==> src/logic/cache_macros.svh <==
`ifndef CACHE_MACROS_SVH
`define CACHE_MACROS_SVH

// cache geometry
// 4 ways, 8 sets, 8 words per line
`define CACHE_WAYS      4
`define CACHE_SET_BITS  3
`define CACHE_LINE_BITS 3
`define CACHE_TAG_BITS  10
`define CACHE_WORDS     8

// store size codes carried in cpu_req_t.size
`define SIZE_BYTE 2'd0
`define SIZE_HALF 2'd1
`define SIZE_WORD 2'd2

`endif
==> src/logic/cache_pkg.sv <==
`include "cache_macros.svh"

package cache_pkg;

    typedef logic [31:0]                                  word_t;
    typedef logic [`CACHE_TAG_BITS-1:0]                   tag_t;
    typedef logic [`CACHE_SET_BITS-1:0]                   set_idx_t;
    typedef logic [`CACHE_LINE_BITS-1:0]                  word_idx_t;
    typedef logic [3:0]                                   byte_mask_t;
    // word 0 of the line sits in the top 32 bits
    typedef logic [`CACHE_WORDS*32-1:0]                   line_t;
    typedef logic [`CACHE_WAYS-1:0]                       way_mask_t;
    typedef logic [1:0]                                   store_size_t;
    // line granular address, tag above set
    typedef logic [`CACHE_TAG_BITS+`CACHE_SET_BITS-1:0]   line_addr_t;

    // one cpu access, held stable while req is up
    typedef struct packed {
        logic        write;
        store_size_t size;
        logic [31:0] addr;
        word_t       wdata;
    } cpu_req_t;

    // one memory transfer, write-back or fill
    typedef struct packed {
        logic       write;
        line_addr_t addr;
        line_t      line;
    } mem_req_t;

    typedef enum logic [2:0] {
        LOOKUP,
        WRITE_BACK,
        WB_RELEASE,
        FILL,
        FILL_RELEASE,
        DONE
    } ctrl_state_t;

endpackage

==> src/logic/cache_ctrl.sv <==
`timescale 1ns/1ps
`include "cache_macros.svh"

module cache_ctrl
(
    input  logic                            clk,
    input  logic                            rst,
    input  logic                            cpu_req_valid_i,
    input  cache_pkg::cpu_req_t             cpu_req_i,
    input  cache_pkg::set_idx_t             set_i,
    input  logic                            hit_i,
    input  cache_pkg::way_mask_t            hit_way_i,
    input  cache_pkg::word_t                rd_word_i,
    input  logic                            victim_dirty_i,
    input  cache_pkg::line_t                victim_line_i,
    input  cache_pkg::tag_t                 victim_tag_i,
    input  logic                            mem_ack_i,
    output logic                            cpu_ack_o,
    output cache_pkg::word_t                cpu_rdata_o,
    output logic [$clog2(`CACHE_WAYS)-1:0]  victim_o,
    output cache_pkg::way_mask_t            store_o,
    output cache_pkg::way_mask_t            fill_o,
    output logic                            mem_req_valid_o,
    output cache_pkg::mem_req_t             mem_req_o
);

    localparam int tag_lsb = 2 + `CACHE_LINE_BITS + `CACHE_SET_BITS;
    localparam int sets    = 1 << `CACHE_SET_BITS;

    cache_pkg::ctrl_state_t          state_q;
    logic [$clog2(`CACHE_WAYS)-1:0]  ptr_q [sets];
    logic                            ack_q;
    cache_pkg::word_t                rdata_q;
    cache_pkg::mem_req_t             mem_req_q;
    cache_pkg::mem_req_t             wb_req;
    cache_pkg::mem_req_t             fill_req;
    logic                            lookup_req;

    assign lookup_req = (state_q == cache_pkg::LOOKUP) && cpu_req_valid_i;

    // round-robin pointer of the addressed set names the victim
    assign victim_o = ptr_q[set_i];

    // write-back of the victim line, upper address bits zero
    assign wb_req.write = 1'b1;
    assign wb_req.addr  = {victim_tag_i, set_i};
    assign wb_req.line  = victim_line_i;

    // fill of the requested line
    assign fill_req.write = 1'b0;
    assign fill_req.addr  = {cpu_req_i.addr[tag_lsb +: `CACHE_TAG_BITS], set_i};
    assign fill_req.line  = '0;

    // store lands in the hitting way at the ack edge
    assign store_o = (lookup_req && hit_i && cpu_req_i.write) ? hit_way_i : '0;
    // fill lands when memory acks the read
    assign fill_o  = (state_q == cache_pkg::FILL && mem_ack_i)
                   ? cache_pkg::way_mask_t'(1) << victim_o : '0;

    assign mem_req_valid_o = (state_q == cache_pkg::WRITE_BACK) || (state_q == cache_pkg::FILL);
    assign mem_req_o       = mem_req_q;
    assign cpu_ack_o       = ack_q;
    assign cpu_rdata_o     = rdata_q;

    // payload registers
    always_ff @(posedge clk)
    begin
        if (lookup_req && hit_i && !cpu_req_i.write)
        begin
            rdata_q <= rd_word_i;
        end
        if (lookup_req && !hit_i)
        begin
            mem_req_q <= victim_dirty_i ? wb_req : fill_req;
        end
        else if (state_q == cache_pkg::WB_RELEASE && !mem_ack_i)
        begin
            mem_req_q <= fill_req;
        end
    end

    // miss sequencing and cpu handshake
    always_ff @(posedge clk)
    begin
        if (rst)
        begin
            state_q <= cache_pkg::LOOKUP;
            ack_q   <= 1'b0;
            for (int s = 0; s < sets; s++)
            begin
                ptr_q[s] <= '0;
            end
        end
        else
        begin
            case (state_q)
                cache_pkg::LOOKUP:
                begin
                    if (cpu_req_valid_i)
                    begin
                        if (hit_i)
                        begin
                            ack_q   <= 1'b1;
                            state_q <= cache_pkg::DONE;
                        end
                        else if (victim_dirty_i)
                        begin
                            state_q <= cache_pkg::WRITE_BACK;
                        end
                        else
                        begin
                            state_q <= cache_pkg::FILL;
                        end
                    end
                end
                cache_pkg::WRITE_BACK:
                begin
                    if (mem_ack_i)
                    begin
                        state_q <= cache_pkg::WB_RELEASE;
                    end
                end
                cache_pkg::WB_RELEASE:
                begin
                    // wait for memory to drop ack before the fill
                    if (!mem_ack_i)
                    begin
                        state_q <= cache_pkg::FILL;
                    end
                end
                cache_pkg::FILL:
                begin
                    if (mem_ack_i)
                    begin
                        // 2-bit pointer wraps modulo 4
                        ptr_q[set_i] <= ptr_q[set_i] + 1'b1;
                        state_q      <= cache_pkg::FILL_RELEASE;
                    end
                end
                cache_pkg::FILL_RELEASE:
                begin
                    // back to lookup, the request hits there
                    if (!mem_ack_i)
                    begin
                        state_q <= cache_pkg::LOOKUP;
                    end
                end
                cache_pkg::DONE:
                begin
                    if (!cpu_req_valid_i)
                    begin
                        ack_q   <= 1'b0;
                        state_q <= cache_pkg::LOOKUP;
                    end
                end
                default:
                begin
                    state_q <= cache_pkg::LOOKUP;
                end
            endcase
        end
    end

    // memory sees a steady request until it acks
    a_mem_req_stable: assert property (@(posedge clk) disable iff (rst)
        (mem_req_valid_o && !mem_ack_i) |=> $stable(mem_req_o));

endmodule

==> config.mk <==
export PLATFORM = sky130hd
export DESIGN_NAME = cache_ctrl
export DESIGN_NICKNAME = d
export VERILOG_FILES = /design/src/logic/cache_pkg.sv /design/src/logic/cache_ctrl.sv
export VERILOG_INCLUDE_DIRS = /design/src /design/src/logic
export SDC_FILE = /design/constraint.sdc
export NUM_CORES = 1
export LEC_CHECK = 0
export ABC_AREA = 0
export BUFFER_PORTS_ARGS = -buffer_cell sky130_fd_sc_hd__buf_2
export CORE_AREA = 2 2 269 271
export DETAILED_ROUTE_END_ITERATION = 10
export DIE_AREA = 0 0 271 273
export PLACE_DENSITY_LB_ADDON = 0.3
export SETUP_SLACK_MARGIN = 0.15
export SYNTH_ARGS = -nofsm -noshare
export SYNTH_HDL_FRONTEND = slang
export SYNTH_SLANG_ARGS = --single-unit
==> constraint.sdc <==
create_clock -name clk -period 7.5 [get_ports clk]
set_input_delay 0.375 -clock clk [delete_from_list [all_inputs] [get_ports clk]]
set_output_delay 0.375 -clock clk [all_outputs]
set_load 0.03 [all_outputs]
; ---- Yosys cells after proc, flatten, opt, wreduce, memory -nomap -nowiden
; Memories as Yosys holds them, arrays and structs flattened.
; Index checks and enable logic that the tools add are counted.
[op_classes]
shifts = 1
n_eq_ne = 12
n_reduce_logical = 17
n_addsub = 1
mux = 27
[ops]
columns = cell, count
row1 = 270-bit 2-to-1 mux, 3
row2 = 3-bit 2-to-1 mux, 8
row3 = 3-bit one-hot mux with 6 select lines, 1
row4 = "2-bit != test, second input constant", 7
row5 = 1-bit 2-to-1 mux, 10
row6 = 4-bit 2-to-1 mux, 2
row7 = 1-bit logical AND, 7
row8 = "3-bit by 2-bit equality test with 1-bit output, second input constant", 2
row9 = "3-bit equality test, second input constant", 2
row10 = 6-bit AND reduction, 1
row11 = 2-bit 2-to-1 mux, 2
row12 = 4-bit AND reduction, 1
row13 = 2-bit nonzero test, 2
row14 = "1-bit by 2-bit left shift with 4-bit output, first input constant", 1
row15 = "3-bit by 1-bit equality test with 1-bit output, second input constant", 1
row16 = 1-bit zero test, 3
row17 = 3-bit zero test, 1
row18 = "2-bit by 1-bit adder with 2-bit output, second input constant", 1
row19 = 1-bit one-hot mux with 2 select lines, 1
row20 = 2-bit OR reduction, 1
row21 = 1-bit logical OR, 1
[word_totals]
reg_bits = 306
wordCells = 65
in_bits = 378
output_inout_bits = 314
n_memories = 1
mem_bits_rw = 16
[mem_list]
columns = memory, depth, width, rd, rd_ports_with_merged_regs, wr, line
row1 = ptr_q, 8, 2, 1, 0, 8, cache_ctrl.sv:31  ; logic [$clog2(`CACHE_WAYS)-1:0] ptr_q [sets];

; ---- Longest topological paths before layout
; Gate-level depths: netlist of run 1.
[depth]
word_depth = 6
ltp_mapped = 8
ltp_nobuf = 7

; ---- Worst setup path after synthesis of run 1
; No wires, ideal clock.
[synth_path]
path_kind = register -> register
startpoint = reg state_q[1]
endpoint = reg mem_req_q (netlist bit mem_req_o[0]) (enable)
path_stages_with_launch = 5
slack_ns = 0.193
arrival_time_ns = 6.651
cell_sequence = dfxtp_1 -> buf_6 -> nand2b_4 -> nor2_2 -> o21a_1
[synth_via]
elab_chain_cells = 4
elab_cells_between_ends = 6
classes_between = 1 x eq/ne / 5 x reduce/logical
[synth_lines]
columns = element, line
row1 = from (decl), cache_ctrl.sv:30  ; cache_pkg::ctrl_state_t state_q;
row2 = from (signal assigned), cache_ctrl.sv:87  ; state_q <= cache_pkg::LOOKUP;
row3 = from (signal assigned), cache_ctrl.sv:104  ; state_q <= cache_pkg::DONE;
row4 = from (signal assigned), cache_ctrl.sv:108  ; state_q <= cache_pkg::WRITE_BACK;
row5 = 3-bit zero test, cache_ctrl.sv:39  ; assign lookup_req = (state_q == cache_pkg::LOOKUP) && cpu_req_valid_i;
row6 = 1-bit logical AND, cache_ctrl.sv:39
row7 = 1-bit logical AND, cache_ctrl.sv:72  ; if (lookup_req && !hit_i)
row8 = 2-bit nonzero test (no source line) *, n/a
row9 = to (signal assigned), cache_ctrl.sv:74  ; mem_req_q <= victim_dirty_i ? wb_req : fill_req;
row10 = to (signal assigned), cache_ctrl.sv:78  ; mem_req_q <= fill_req;
row11 = to (decl), cache_ctrl.sv:34  ; cache_pkg::mem_req_t mem_req_q;
; Every way passes the cells marked *; elsewhere a longest branch is shown, timed or not.
; A chain may end at the register's enable or synchronous reset.

; ---- Worst setup path after layout of run 1
[layout_path]
startpoint = reg state_q[1]
endpoint = reg mem_req_q (netlist bit mem_req_o[239]) (enable)
; Same word-level chain as after synthesis.

==> results of run 1 <==
worst max-delay path by stage:
stage	from	endpoint	slack [ns]	depth (start not counted)
floorplan	state_q[1]	mem_req_o[0]	0.19	4
global placement	state_q[1]	mem_req_o[47]	4.61	3
detailed placement	state_q[1]	mem_req_o[246]	4.57	3
CTS	state_q[1]	mem_req_o[6]	4.56	3
global route	state_q[1]	mem_req_o[239]	4.34	3
finish	state_q[1]	mem_req_o[239]	4.63	3
cells in the final DEF, fill, tap and decap left out, drive strengths merged, types with 4 or more instances in the layout:
cell         netlist  final
nor2              15     15
dlygate4sd3        0     31
and2             264    264
nor3              10     10
clkbuf            26     48
nand3              4      4
o21bai             8      8
mux2              13     13
inv                3      6
ha                 4      4
and3               6      6
nand3b             4      4
buf               12    641
dfxtp              4      4
a21oi              5      5
nand2              5      5
edfxtp           318    318
clkinv             0     15
cells by family (layout without fill, tap and decap cells):
| family | after synthesis | in the layout | share of synthesized area, % |
|---|---|---|---|
| simple gates | 316 | 316 | 15.8 |
| flops | 322 | 322 | 78.4 |
| compound gates | 23 | 23 | 1.32 |
| other cells | 0 | 2 | 0 |
| fa+ha+maj | 4 | 4 | 0.408 |
| mux | 18 | 18 | 2.02 |
| buf+inv | 41 | 746 | 2.04 |
report_power, final:
part	switching (µW)	total [µW]	leakage, µW	internal [µW]
logic	437	626	0.00385	189
registers	32.6	2170	0.00312	2130
clock network	784	1860	0.000599	1070
total	1250	4650	0.00757	3400
stage by stage:
stage                     power [µW]  std cells  hold WS [ns]
after detailed placement        2830       2277         0.483
after global placement          2830       2277         0.478
after CTS                       4750       2379        0.0373
final                           4650       2381        0.0722
after floorplan                 2620        724         0.474
after global routing            4850       2380        0.0527
per-layer routing:
layer | up-vias | share of wire (%) | track usage, %
met5 | - | 0.065 | 0
met4 | 4 | 2.5 | 3.24
met3 | 68 | 10 | 3.82
met2 | 415 | 51 | 17.0
met1 | 3968 | 36 | 10.1
li1 | 3932 | - | -
cell type report:
| class | count | area share [%] |
|---|---|---|
| flip-flops and latches | 322 | 53.4 |
| repair buffers | 672 | 19.7 |
| multi-input cells | 361 | 13.4 |
| well taps | 950 | 6.59 |
| clock buffers | 48 | 5.83 |
| clock inverters | 23 | 1.06 |
| inverters | 3 | 0.0624 |
| diodes | 2 | 0.0277 |
worst register-to-register path: cells and delay by family (launching register included):
kind            cells  cell delay [ns]
buf+inv             1             0.84
simple gates        1             0.36
compound gates      1             0.67
flops               1             0.50
sequential cells by signal, summed over array words and instances, names as in the netlist:
register     count
mem_req_o      270
cpu_rdata_o     32
ptr_q           16
state_q          3
cpu_ack_o        1
repair_timing:
action / in CTS / in global routing
gates resized for setup: 0 / 0
hold endpoints to repair: 31 / 0
hold buffers: 31 / 0
==> flow_metrics.env, run 1 <==
export IMPL_synth_area_leaders="edfxtp_1 (78%), and2_1 (13%), mux2_4 (0.86%)"
export IMPL_port_buffers=635
export IMPL_die_h_um=273
export IMPL_synth_edf_count=318
export IMPL_holdCritStartpoint="rd_word_i[21]"
export IMPL_post_cts_setup_buffer_count=0
export IMPL_fp_dieArea_mm2=0.0740
export IMPL_routedWlPerCell_um=15.6
export IMPL_clkSinkCount=322
export IMPL_synth_distinct_cells=37
export IMPL_path_buf_inv=1
export IMPL_synth_area_leader_cell="edfxtp_1"
export IMPL_fillers=7473
export IMPL_drt_initial_drc_count=449
export IMPL_path_class="register to register"
export IMPL_r2r_cells=3
export IMPL_finalCriticalPeriod_ns=2.87
export IMPL_whs_path_depth=1
export IMPL_arrival_ns=3.03
export IMPL_cp_start_kind="register"
export IMPL_fin_ws_ns=4.63
export IMPL_fin_area_mm2=0.0180
export IMPL_multi_input_area_mm2=0.00242
export IMPL_drive_above_1_share_pct=50.3
export IMPL_r2r_slack_ns=4.63
export IMPL_placed_area_mm2=0.0165
export IMPL_num_rows=98
export IMPL_core_mm2=0.0710
export IMPL_cts_tree="yes"
export IMPL_ys_warn_count=0
export IMPL_p_per_area_mw_per_mm2=258
export IMPL_critPathRequiredTime_ns=7.66
export IMPL_synth_top_area_share_pct=77.8
export IMPL_max_freq_mhz=349
export IMPL_ios=692
export IMPL_slew_headroom_pct=22.2
export IMPL_crit_chain="nor2b_1 > o21a_4 > buf_4"
export IMPL_synthArstFlopShare_pct=0
export IMPL_finClkSkew_ns=0.0212
export IMPL_rsz0062_at_grt="false"
export IMPL_setup_viol=0
export IMPL_r2r_end="mem_req_o[239]"
export IMPL_maxCapViolCount=0
export IMPL_hold_viol_final=0
export IMPL_postSynthAreaPerCell_um2=17.0
export IMPL_grt_pass1_vias=8847
export IMPL_clockBufferDepth=3
export IMPL_initial_core_util_pct=17.3
export IMPL_fin_nets=1781
export IMPL_synth_nets=1106
export IMPL_fin_util_pct=25.4
export IMPL_synthCells=724
export IMPL_hold_class="input pin to register"
export IMPL_fin_crit_sh_pct=38.2
export IMPL_hold_path_endpoint="cpu_rdata_o[21]"
export IMPL_grt_usage_pct=9.49
export IMPL_yosysSeqAreaShare_pct=78.4
export IMPL_syn_to_final_growth_pct=46.9
export IMPL_setup_tns_ns=0
export IMPL_hpwl_um=26700
export IMPL_grt_max_degree=153
export IMPL_dr_pass1_iters=4
export IMPL_drt_vias_per_instance=3.52
export IMPL_clock_latency_ns=0.56
export IMPL_finalWeightedCongestion=0.805
export IMPL_grt_pass1_wl_um=53600
export IMPL_cts_root_buffer="clkbuf_16"
export IMPL_critPathTopFamily="buffers and inverters"
export IMPL_cts_max_level=2
export IMPL_r2r_start="state_q[1]"
export IMPL_endpoint_kind="register"
export IMPL_gr_total_overflow=0
export IMPL_routed_wl_um=37100
export IMPL_clkTransAtPathRegs_ns=0.07
export IMPL_die_w_um=271
export IMPL_synthFlopType="edfxtp_1"
export IMPL_max_stage_delay_ns=0.83
export IMPL_netlist_top_cells_count="edfxtp_1 (318), and2_1 (264), clkbuf_2 (20)"
export IMPL_crit_slowest_cell="buf_4"
export IMPL_drc=0
export IMPL_ant_nets=0
export IMPL_status="complete, no violations"
export IMPL_vdd_drop_max_mv=0.161
export IMPL_synth_most_common_cell="edfxtp_1"
export IMPL_slew_viol_final=0
export IMPL_tightest_slew_ns=1.17
export IMPL_leakagePower_uw=0.00757
export IMPL_crit_fanout=74
export IMPL_cts_made_buffers=39
export IMPL_netlist_area_mm2=0.0123
export IMPL_register_area_mm2=0.00963
export IMPL_dp_slack_ns=4.57
export IMPL_antenna_found_initial=7
export IMPL_vias=8387
export IMPL_synth_seq_cells=322
No activity file was read; power rests on OpenSTA's default activity.
==> run 2: changes to the inputs <==
ABC_AREA = 1   (was 0)
CORE_AREA = 2 2 267 269   (was 2 2 269 271)
DIE_AREA = 0 0 269 271   (was 0 0 271 273)
clock period = 2.47 ns   (was 7.5 ns; I/O delays follow)
==> run 2 against run 1 <==
Net effect: routed wire length is 18% higher; clock power grew to 3.2 times the previous value; worst setup slack worse by 4.3 ns; die area is 1.5% lower; power grew to 4.4 times the previous value; register-to-register slack worse by 4.2 ns; highest routed layer unchanged; sequential cell count stayed put; combinational power grew to 10 times the previous value; global-route usage is 2.0 points higher; sequential share of layout area is 12 points lower; via count is 29% higher.
==> flow_metrics.env, run 2 <==
export IMPL_fin_nets=2414
export IMPL_grt_max_degree=51
export IMPL_layout_common_cells="buf_2 (630), edfxtp_1 (318), dlygate4sd3_1 (313)"
export IMPL_cp_start_kind="input pin"
export IMPL_clock_power_share_pct=29.2
export IMPL_ant_nets=0
export IMPL_status="complete, no violations"
export IMPL_slew_headroom_pct=38.4
export IMPL_synth_most_common_cell="edfxtp_1"
export IMPL_r2r_slack_ns=0.41
export IMPL_cts_max_level=2
export IMPL_postSynthAreaPerCell_um2=13.7
export IMPL_setup_viol=0
export IMPL_hold_class="input pin to register"
export IMPL_drt_vias_per_instance=3.59
export IMPL_cts_tree="yes"
export IMPL_die_h_um=271
export IMPL_r2r_cells=4
export IMPL_synthFlopType="edfxtp_1"
export IMPL_final_common_cell="buf_2"
export IMPL_max_freq_mhz=458
export IMPL_power_frac_seq_pct=39.0
export IMPL_r2r_start="state_q[0]"
export IMPL_initial_core_util_pct=20.5
export IMPL_endpoint_kind="output port"
export IMPL_p_int_uw=13100
export IMPL_vias=10800
export IMPL_synthCells=1044
export IMPL_yosysSeqAreaShare_pct=67.3
export IMPL_crit_fanout=11
export IMPL_synth_area_leader_cell="edfxtp_1"
export IMPL_netlist_area_mm2=0.0143
export IMPL_num_rows=97
export IMPL_clkSinkCount=322
export IMPL_arrival_ns=2.06
export IMPL_hold_ws_ns=0.0876
export IMPL_synth_area_leaders="edfxtp_1 (67%), nor2_4 (16%), inv_1 (7.4%)"
export IMPL_endpoint="fill_o[3]"
export IMPL_ys_warn_count=0
export IMPL_gr_total_overflow=0
export IMPL_die_w_um=269
export IMPL_synthArstFlopShare_pct=0
export IMPL_syn_to_final_growth_pct=61.2
export IMPL_power_frac_comb_pct=31.8
export IMPL_cts_root_buffer="clkbuf_16"
export IMPL_ios=692
export IMPL_synth_distinct_cells=21
export IMPL_finalWeightedCongestion=0.795
export IMPL_synth_nets=1426
export IMPL_r2r_end="mem_req_o[197]"
export IMPL_critPathLaunch="set_i[2]"
export IMPL_routed_wl_um=43900
export IMPL_fillers=6926
export IMPL_maxCapViolCount=0
export IMPL_vdd_drop_max_mv=0.585
export IMPL_final_cells=3005
export IMPL_p_switching_uw=7390
export IMPL_hold_viol_final=0
export IMPL_fp_dieArea_mm2=0.0729
export IMPL_rsz0062_at_grt="true"
export IMPL_grt_pass1_wl_um=64300
export IMPL_slew_viol_final=0
export IMPL_synth_edf_count=318
export IMPL_tightest_slew_ns=0.921
export IMPL_cts_made_buffers=40
export IMPL_p_per_area_mw_per_mm2=890
export IMPL_fin_crit_sh_pct=88.5
export IMPL_grt_pass1_vias=11600
export IMPL_finClkSkew_ns=0.0261
export IMPL_critPathRequiredTime_ns=2.35
export IMPL_port_buffers=635
export IMPL_drc=0
export IMPL_fin_total_pwr_uw=20500
export IMPL_antenna_found_initial=14
export IMPL_synth_seq_cells=322
export IMPL_clock_latency_ns=0.55
export IMPL_drive_above_1_share_pct=45.3
export IMPL_path_class="input pin to output port"
export IMPL_dp_cells=2616
export IMPL_clockBufferDepth=3
export IMPL_fin_util_pct=33.0
export IMPL_post_cts_setup_buffer_count=0
export IMPL_dr_pass1_iters=4
export IMPL_synth_top_area_share_pct=66.8
export IMPL_leakagePower_uw=0.0102
export IMPL_grt_usage_pct=11.5
export IMPL_routedWlPerCell_um=14.6
export IMPL_drt_initial_drc_count=457
export IMPL_core_mm2=0.0698
export IMPL_netlist_top_cells_count="edfxtp_1 (318), inv_1 (282), nor2_4 (200)"
export IMPL_largest_reg_flops=270
export IMPL_switching_share_pct=36.0
export IMPL_clkTransAtPathRegs_ns=0.05
export IMPL_finalCriticalPeriod_ns=2.18
export IMPL_hpwl_um=31500
==> run 2: cell types whose count changed in the layout (fill, tap and decap cells not counted), sizes merged, moves of 5 or more <==
cell | before | now
dlygate4sd3 | 31 | 313
nor2 | 15 | 294
inv | 6 | 282
and2 | 264 | 0
nand2 | 5 | 86
buf | 641 | 662
mux2 | 13 | 0
nor3 | 10 | 1
clkbuf | 48 | 55
and3 | 6 | 0
o21bai | 8 | 2
nand4 | 0 | 5
==> run 2: worst max-delay path, stage by stage <==
cell and delay, ns:
dlygate4sd3_1 0.54, clkbuf_4 0.19, inv_2 0.09, nand3_1 0.08, inv_1 0.10, nand2_1 0.06
nand2_1 0.06, nor2_1 0.04, nand2_1 0.10, buf_6 0.17, ha_1 0.16, inv_1 0.04
nor2_1 0.10, buf_4 0.19
==> run 2: metrics by stage <==
step / setup WS [ns] / instance area (µm²) / setup TNS [ns]
after floorplan: -2.57 / 14300 / -694.62
after global placement: 0.154 / 18500 / 0
after detailed placement: 0.126 / 18500 / 0
after CTS: 0.163 / 23000 / 0
after global routing: 0.131 / 23100 / 0
final: 0.285 / 23100 / 0
==> run 2: worst min path at each step <==
stage	startpoint	to	cells past startpoint
floorplan	rst	cpu_ack_o	1
global placement	rd_word_i[20]	cpu_rdata_o[20]	1
detailed placement	rd_word_i[25]	cpu_rdata_o[25]	1
CTS	set_i[1]	ptr_q[6][1]	3
global route	set_i[1]	ptr_q[6][0]	3
finish	victim_dirty_i	state_q[1]	5
==> run 2: kinds of logic (layout without fill, tap and decap cells) <==
| group | count (synthesis) | after routing | synth area share [%] |
|---|---|---|---|
| and+or+nand+nor | 394 | 394 | 21.1 |
| DFF | 322 | 322 | 67.3 |
| buffers and inverters | 314 | 1332 | 10.9 |
| AOI/OAI and AO/OA | 10 | 11 | 0.367 |
| adders and majority gates | 4 | 4 | 0.350 |
| other | 0 | 2 | 0 |
==> run 2: final cells by class <==
cell class	count	area (µm²)	area share, %
multi-input combinational	409	3180	13.8
clock buffer	53	1110	4.82
timing repair buffer	977	6660	28.9
antenna	2	5.00	0.0217
sequential	322	9630	41.8
tap	940	1180	5.10
clock inverter	20	235	1.02
inverter	282	1060	4.59
==> run 2: timing repair <==
item | in CTS | in global routing
endpoints found under the setup margin | 125 | 8
hold buffers | 313 | 0
cloned | 1 | 0
pin swaps | 1 | 1
endpoints found under the hold margin | 303 | 0
resized for setup | 1 | 12
==> run 2: power groups by stage <==
stage                     clock network, µW  registers [µW]  logic [µW]
after global routing                   6420            8120        6960
after floorplan                           0           10700        1730
after CTS                              6220            8000        6650
after global placement                    0            8080        6140
final                                  6000            8000        6530
after detailed placement                  0            8100        6200
==> run 2: per-layer routing <==
| layer | track usage, % | share of wire, % | wire (µm) | up-vias |
|---|---|---|---|---|
| met3 | 3.46 | 7.9 | 3480 | 101 |
| met5 | 0 | 0.17 | 73 | - |
| met4 | 4.43 | 3.5 | 1540 | 12 |
| met2 | 21.1 | 51 | 22300 | 435 |
| li1 | - | - | - | 5194 |
| met1 | 12.2 | 38 | 16500 | 5056 |
==> run 3: changes to the inputs <==
BUFFER_PORTS_ARGS = -buffer_cell sky130_fd_sc_hd__clkbuf_2   (was -buffer_cell sky130_fd_sc_hd__buf_2)
==> run 3 against run 2 <==
Net effect: global-route usage shrank 0.27 points; critical path depth shrank 8; die area is the same; critical path type is now register to output port; largest cell class unchanged.
==> flow_metrics.env, run 3 (synthesis gave the netlist of run 2 again) <==
export IMPL_status="complete, no violations"
export IMPL_fin_nets=2415
export IMPL_endpoint_kind="output port"
export IMPL_rsz0062_at_grt="false"
export IMPL_p_per_area_mw_per_mm2=868
export IMPL_crit_chain="nor2_1 > nand3_1 > nor2_2 > nand2_1 > nor2_1 > clkbuf_2"
export IMPL_die_w_um=269
export IMPL_die_h_um=271
export IMPL_slew_headroom_pct=57.3
export IMPL_routedWlPerCell_um=14.3
export IMPL_grt_max_degree=48
export IMPL_clkTransAtPathRegs_ns=0.05
export IMPL_antenna_found_initial=10
export IMPL_dr_pass1_iters=4
export IMPL_cp_common_cell="nor2_1"
export IMPL_fin_area_mm2=0.0229
export IMPL_critPathTopFamily="simple AND/OR/NAND/NOR gates"
export IMPL_clock_latency_ns=0.53
export IMPL_slew_viol_final=0
export IMPL_clockBufferDepth=3
export IMPL_critPathRequiredTime_ns=2.35
export IMPL_ant_nets=0
export IMPL_path_buf_inv=1
export IMPL_cp_start_kind="register"
export IMPL_routed_wl_um=42800
export IMPL_cts_made_buffers=40
export IMPL_crit_slowest_cell="dfxtp_2"
export IMPL_drive_above_1_share_pct=45.3
export IMPL_maxCapViolCount=0
export IMPL_max_freq_mhz=463
export IMPL_initial_core_util_pct=20.5
export IMPL_final_common_cell="clkbuf_2"
export IMPL_drt_initial_drc_count=514
export IMPL_gr_total_overflow=0
export IMPL_finalWeightedCongestion=0.787
export IMPL_finClkSkew_ns=0.0120
export IMPL_post_cts_setup_buffer_count=0
export IMPL_grt_pass1_wl_um=63000
export IMPL_ios=692
export IMPL_final_cells=3002
export IMPL_dp_cells=2619
export IMPL_cts_tree="yes"
export IMPL_hold_viol_final=0
export IMPL_leakagePower_uw=0.0103
export IMPL_core_mm2=0.0698
export IMPL_drc=0
export IMPL_clkSinkCount=322
export IMPL_cts_max_level=2
export IMPL_vias=10700
export IMPL_hold_class="input pin to register"
export IMPL_fin_crit_sh_pct=87.4
export IMPL_cts_root_buffer="clkbuf_16"
export IMPL_fp_dieArea_mm2=0.0729
export IMPL_placed_area_mm2=0.0186
export IMPL_max_stage_delay_ns=0.35
export IMPL_vdd_drop_max_mv=0.518
export IMPL_num_rows=97
export IMPL_setup_viol=0
export IMPL_tightest_slew_ns=0.640
export IMPL_grt_pass1_vias=11600
export IMPL_port_buffers=635
export IMPL_syn_to_final_growth_pct=60.2
export IMPL_crit_fanout=6
export IMPL_arrival_ns=2.03
export IMPL_largest_reg_flops=270
export IMPL_grt_usage_pct=11.2
export IMPL_drt_vias_per_instance=3.58
export IMPL_hpwl_um=31600
export IMPL_path_class="register to output port"
export IMPL_finalCriticalPeriod_ns=2.16
export IMPL_layout_common_cells="clkbuf_2 (634), edfxtp_1 (318), dlygate4sd3_1 (312)"
## run 3: cell types whose count changed in the layout (fill, tap and decap cells not counted), sizes merged
cell         delta
clkinvlp        +1
dlygate4sd3     -1
clkinv          +5
bufinv          -4
o21bai          -1
clkbuf        +626
buf           -629
## run 3: per-layer routing
metal	GRT usage (%)	vias to the layer above	wire length (µm)
li1	-	5183	-
met1	11.4	5002	15400
met2	21.1	444	22400
met3	3.58	98	3550
met4	4.33	12	1420
met5	0	-	69
## run 3: cell type report
cell class                 instances  area (µm²)
clock inverter                    22         135
multi-input combinational        408        3160
clock buffer                      47        1050
antenna                            2        5.00
fill                            6933       46900
sequential                       322        9630
tap                              940        1180
timing repair buffer             979        6690
inverter                         282        1060
## run 3: where the power goes
part | switching [µW] | internal [µW] | total [µW] | leakage, µW
Sequential | 378 | 7660 | 8040 | 0.00307
Combinational | 4700 | 1770 | 6480 | 0.00662
Clock | 2240 | 3120 | 5360 | 0.000587
Total | 7320 | 12600 | 19900 | 0.0103
## run 3: through the flow
stage / utilization (%) / TNS (ns) / setup slack (ns) / hold WS (ns) / total power (µW)
floorplan: - / -694.62 / -2.57 / 0.193 / 12400
global placement: 26.6 / 0 / 0.448 / 0.303 / 14200
detailed placement: 26.6 / 0 / 0.381 / 0.302 / 14300
CTS: 32.8 / 0 / 0.231 / 0.0236 / 20200
global route: 32.8 / 0 / 0.154 / 0.0669 / 20800
finish: 32.8 / 0 / 0.312 / 0.0635 / 19900
## run 3: worst reg2reg max path, cell delays in order (launching register included)
cell and delay (ns):
dfxtp_2 0.35, nor2_4 0.14, nand2_1 0.10, nor3_2 0.31, o21bai_4 0.23, buf_12 0.19
buf_4 0.40
## run 3: worst paths after layout
check | from | to | slack [ns] | cells past startpoint
worst max-delay path | state_q[0] | store_o[3] | 0.31 | 6
worst min-delay path | hit_i | state_q[1] | 0.06 | 5
worst max register to register | state_q[0] | mem_req_o[245] | 0.40 | 6
worst min register to register | cpu_ack_o | cpu_ack_o | 0.47 | 2
## run 3: timing repair
| action | in CTS | in global routing |
|---|---|---|
| gates resized for setup | 1 | 2 |
| hold buffers | 312 | 0 |
| endpoints found under the setup margin | 4 | 3 |
| pin swaps | 0 | 1 |
| endpoints found under the hold margin | 302 | 0 |
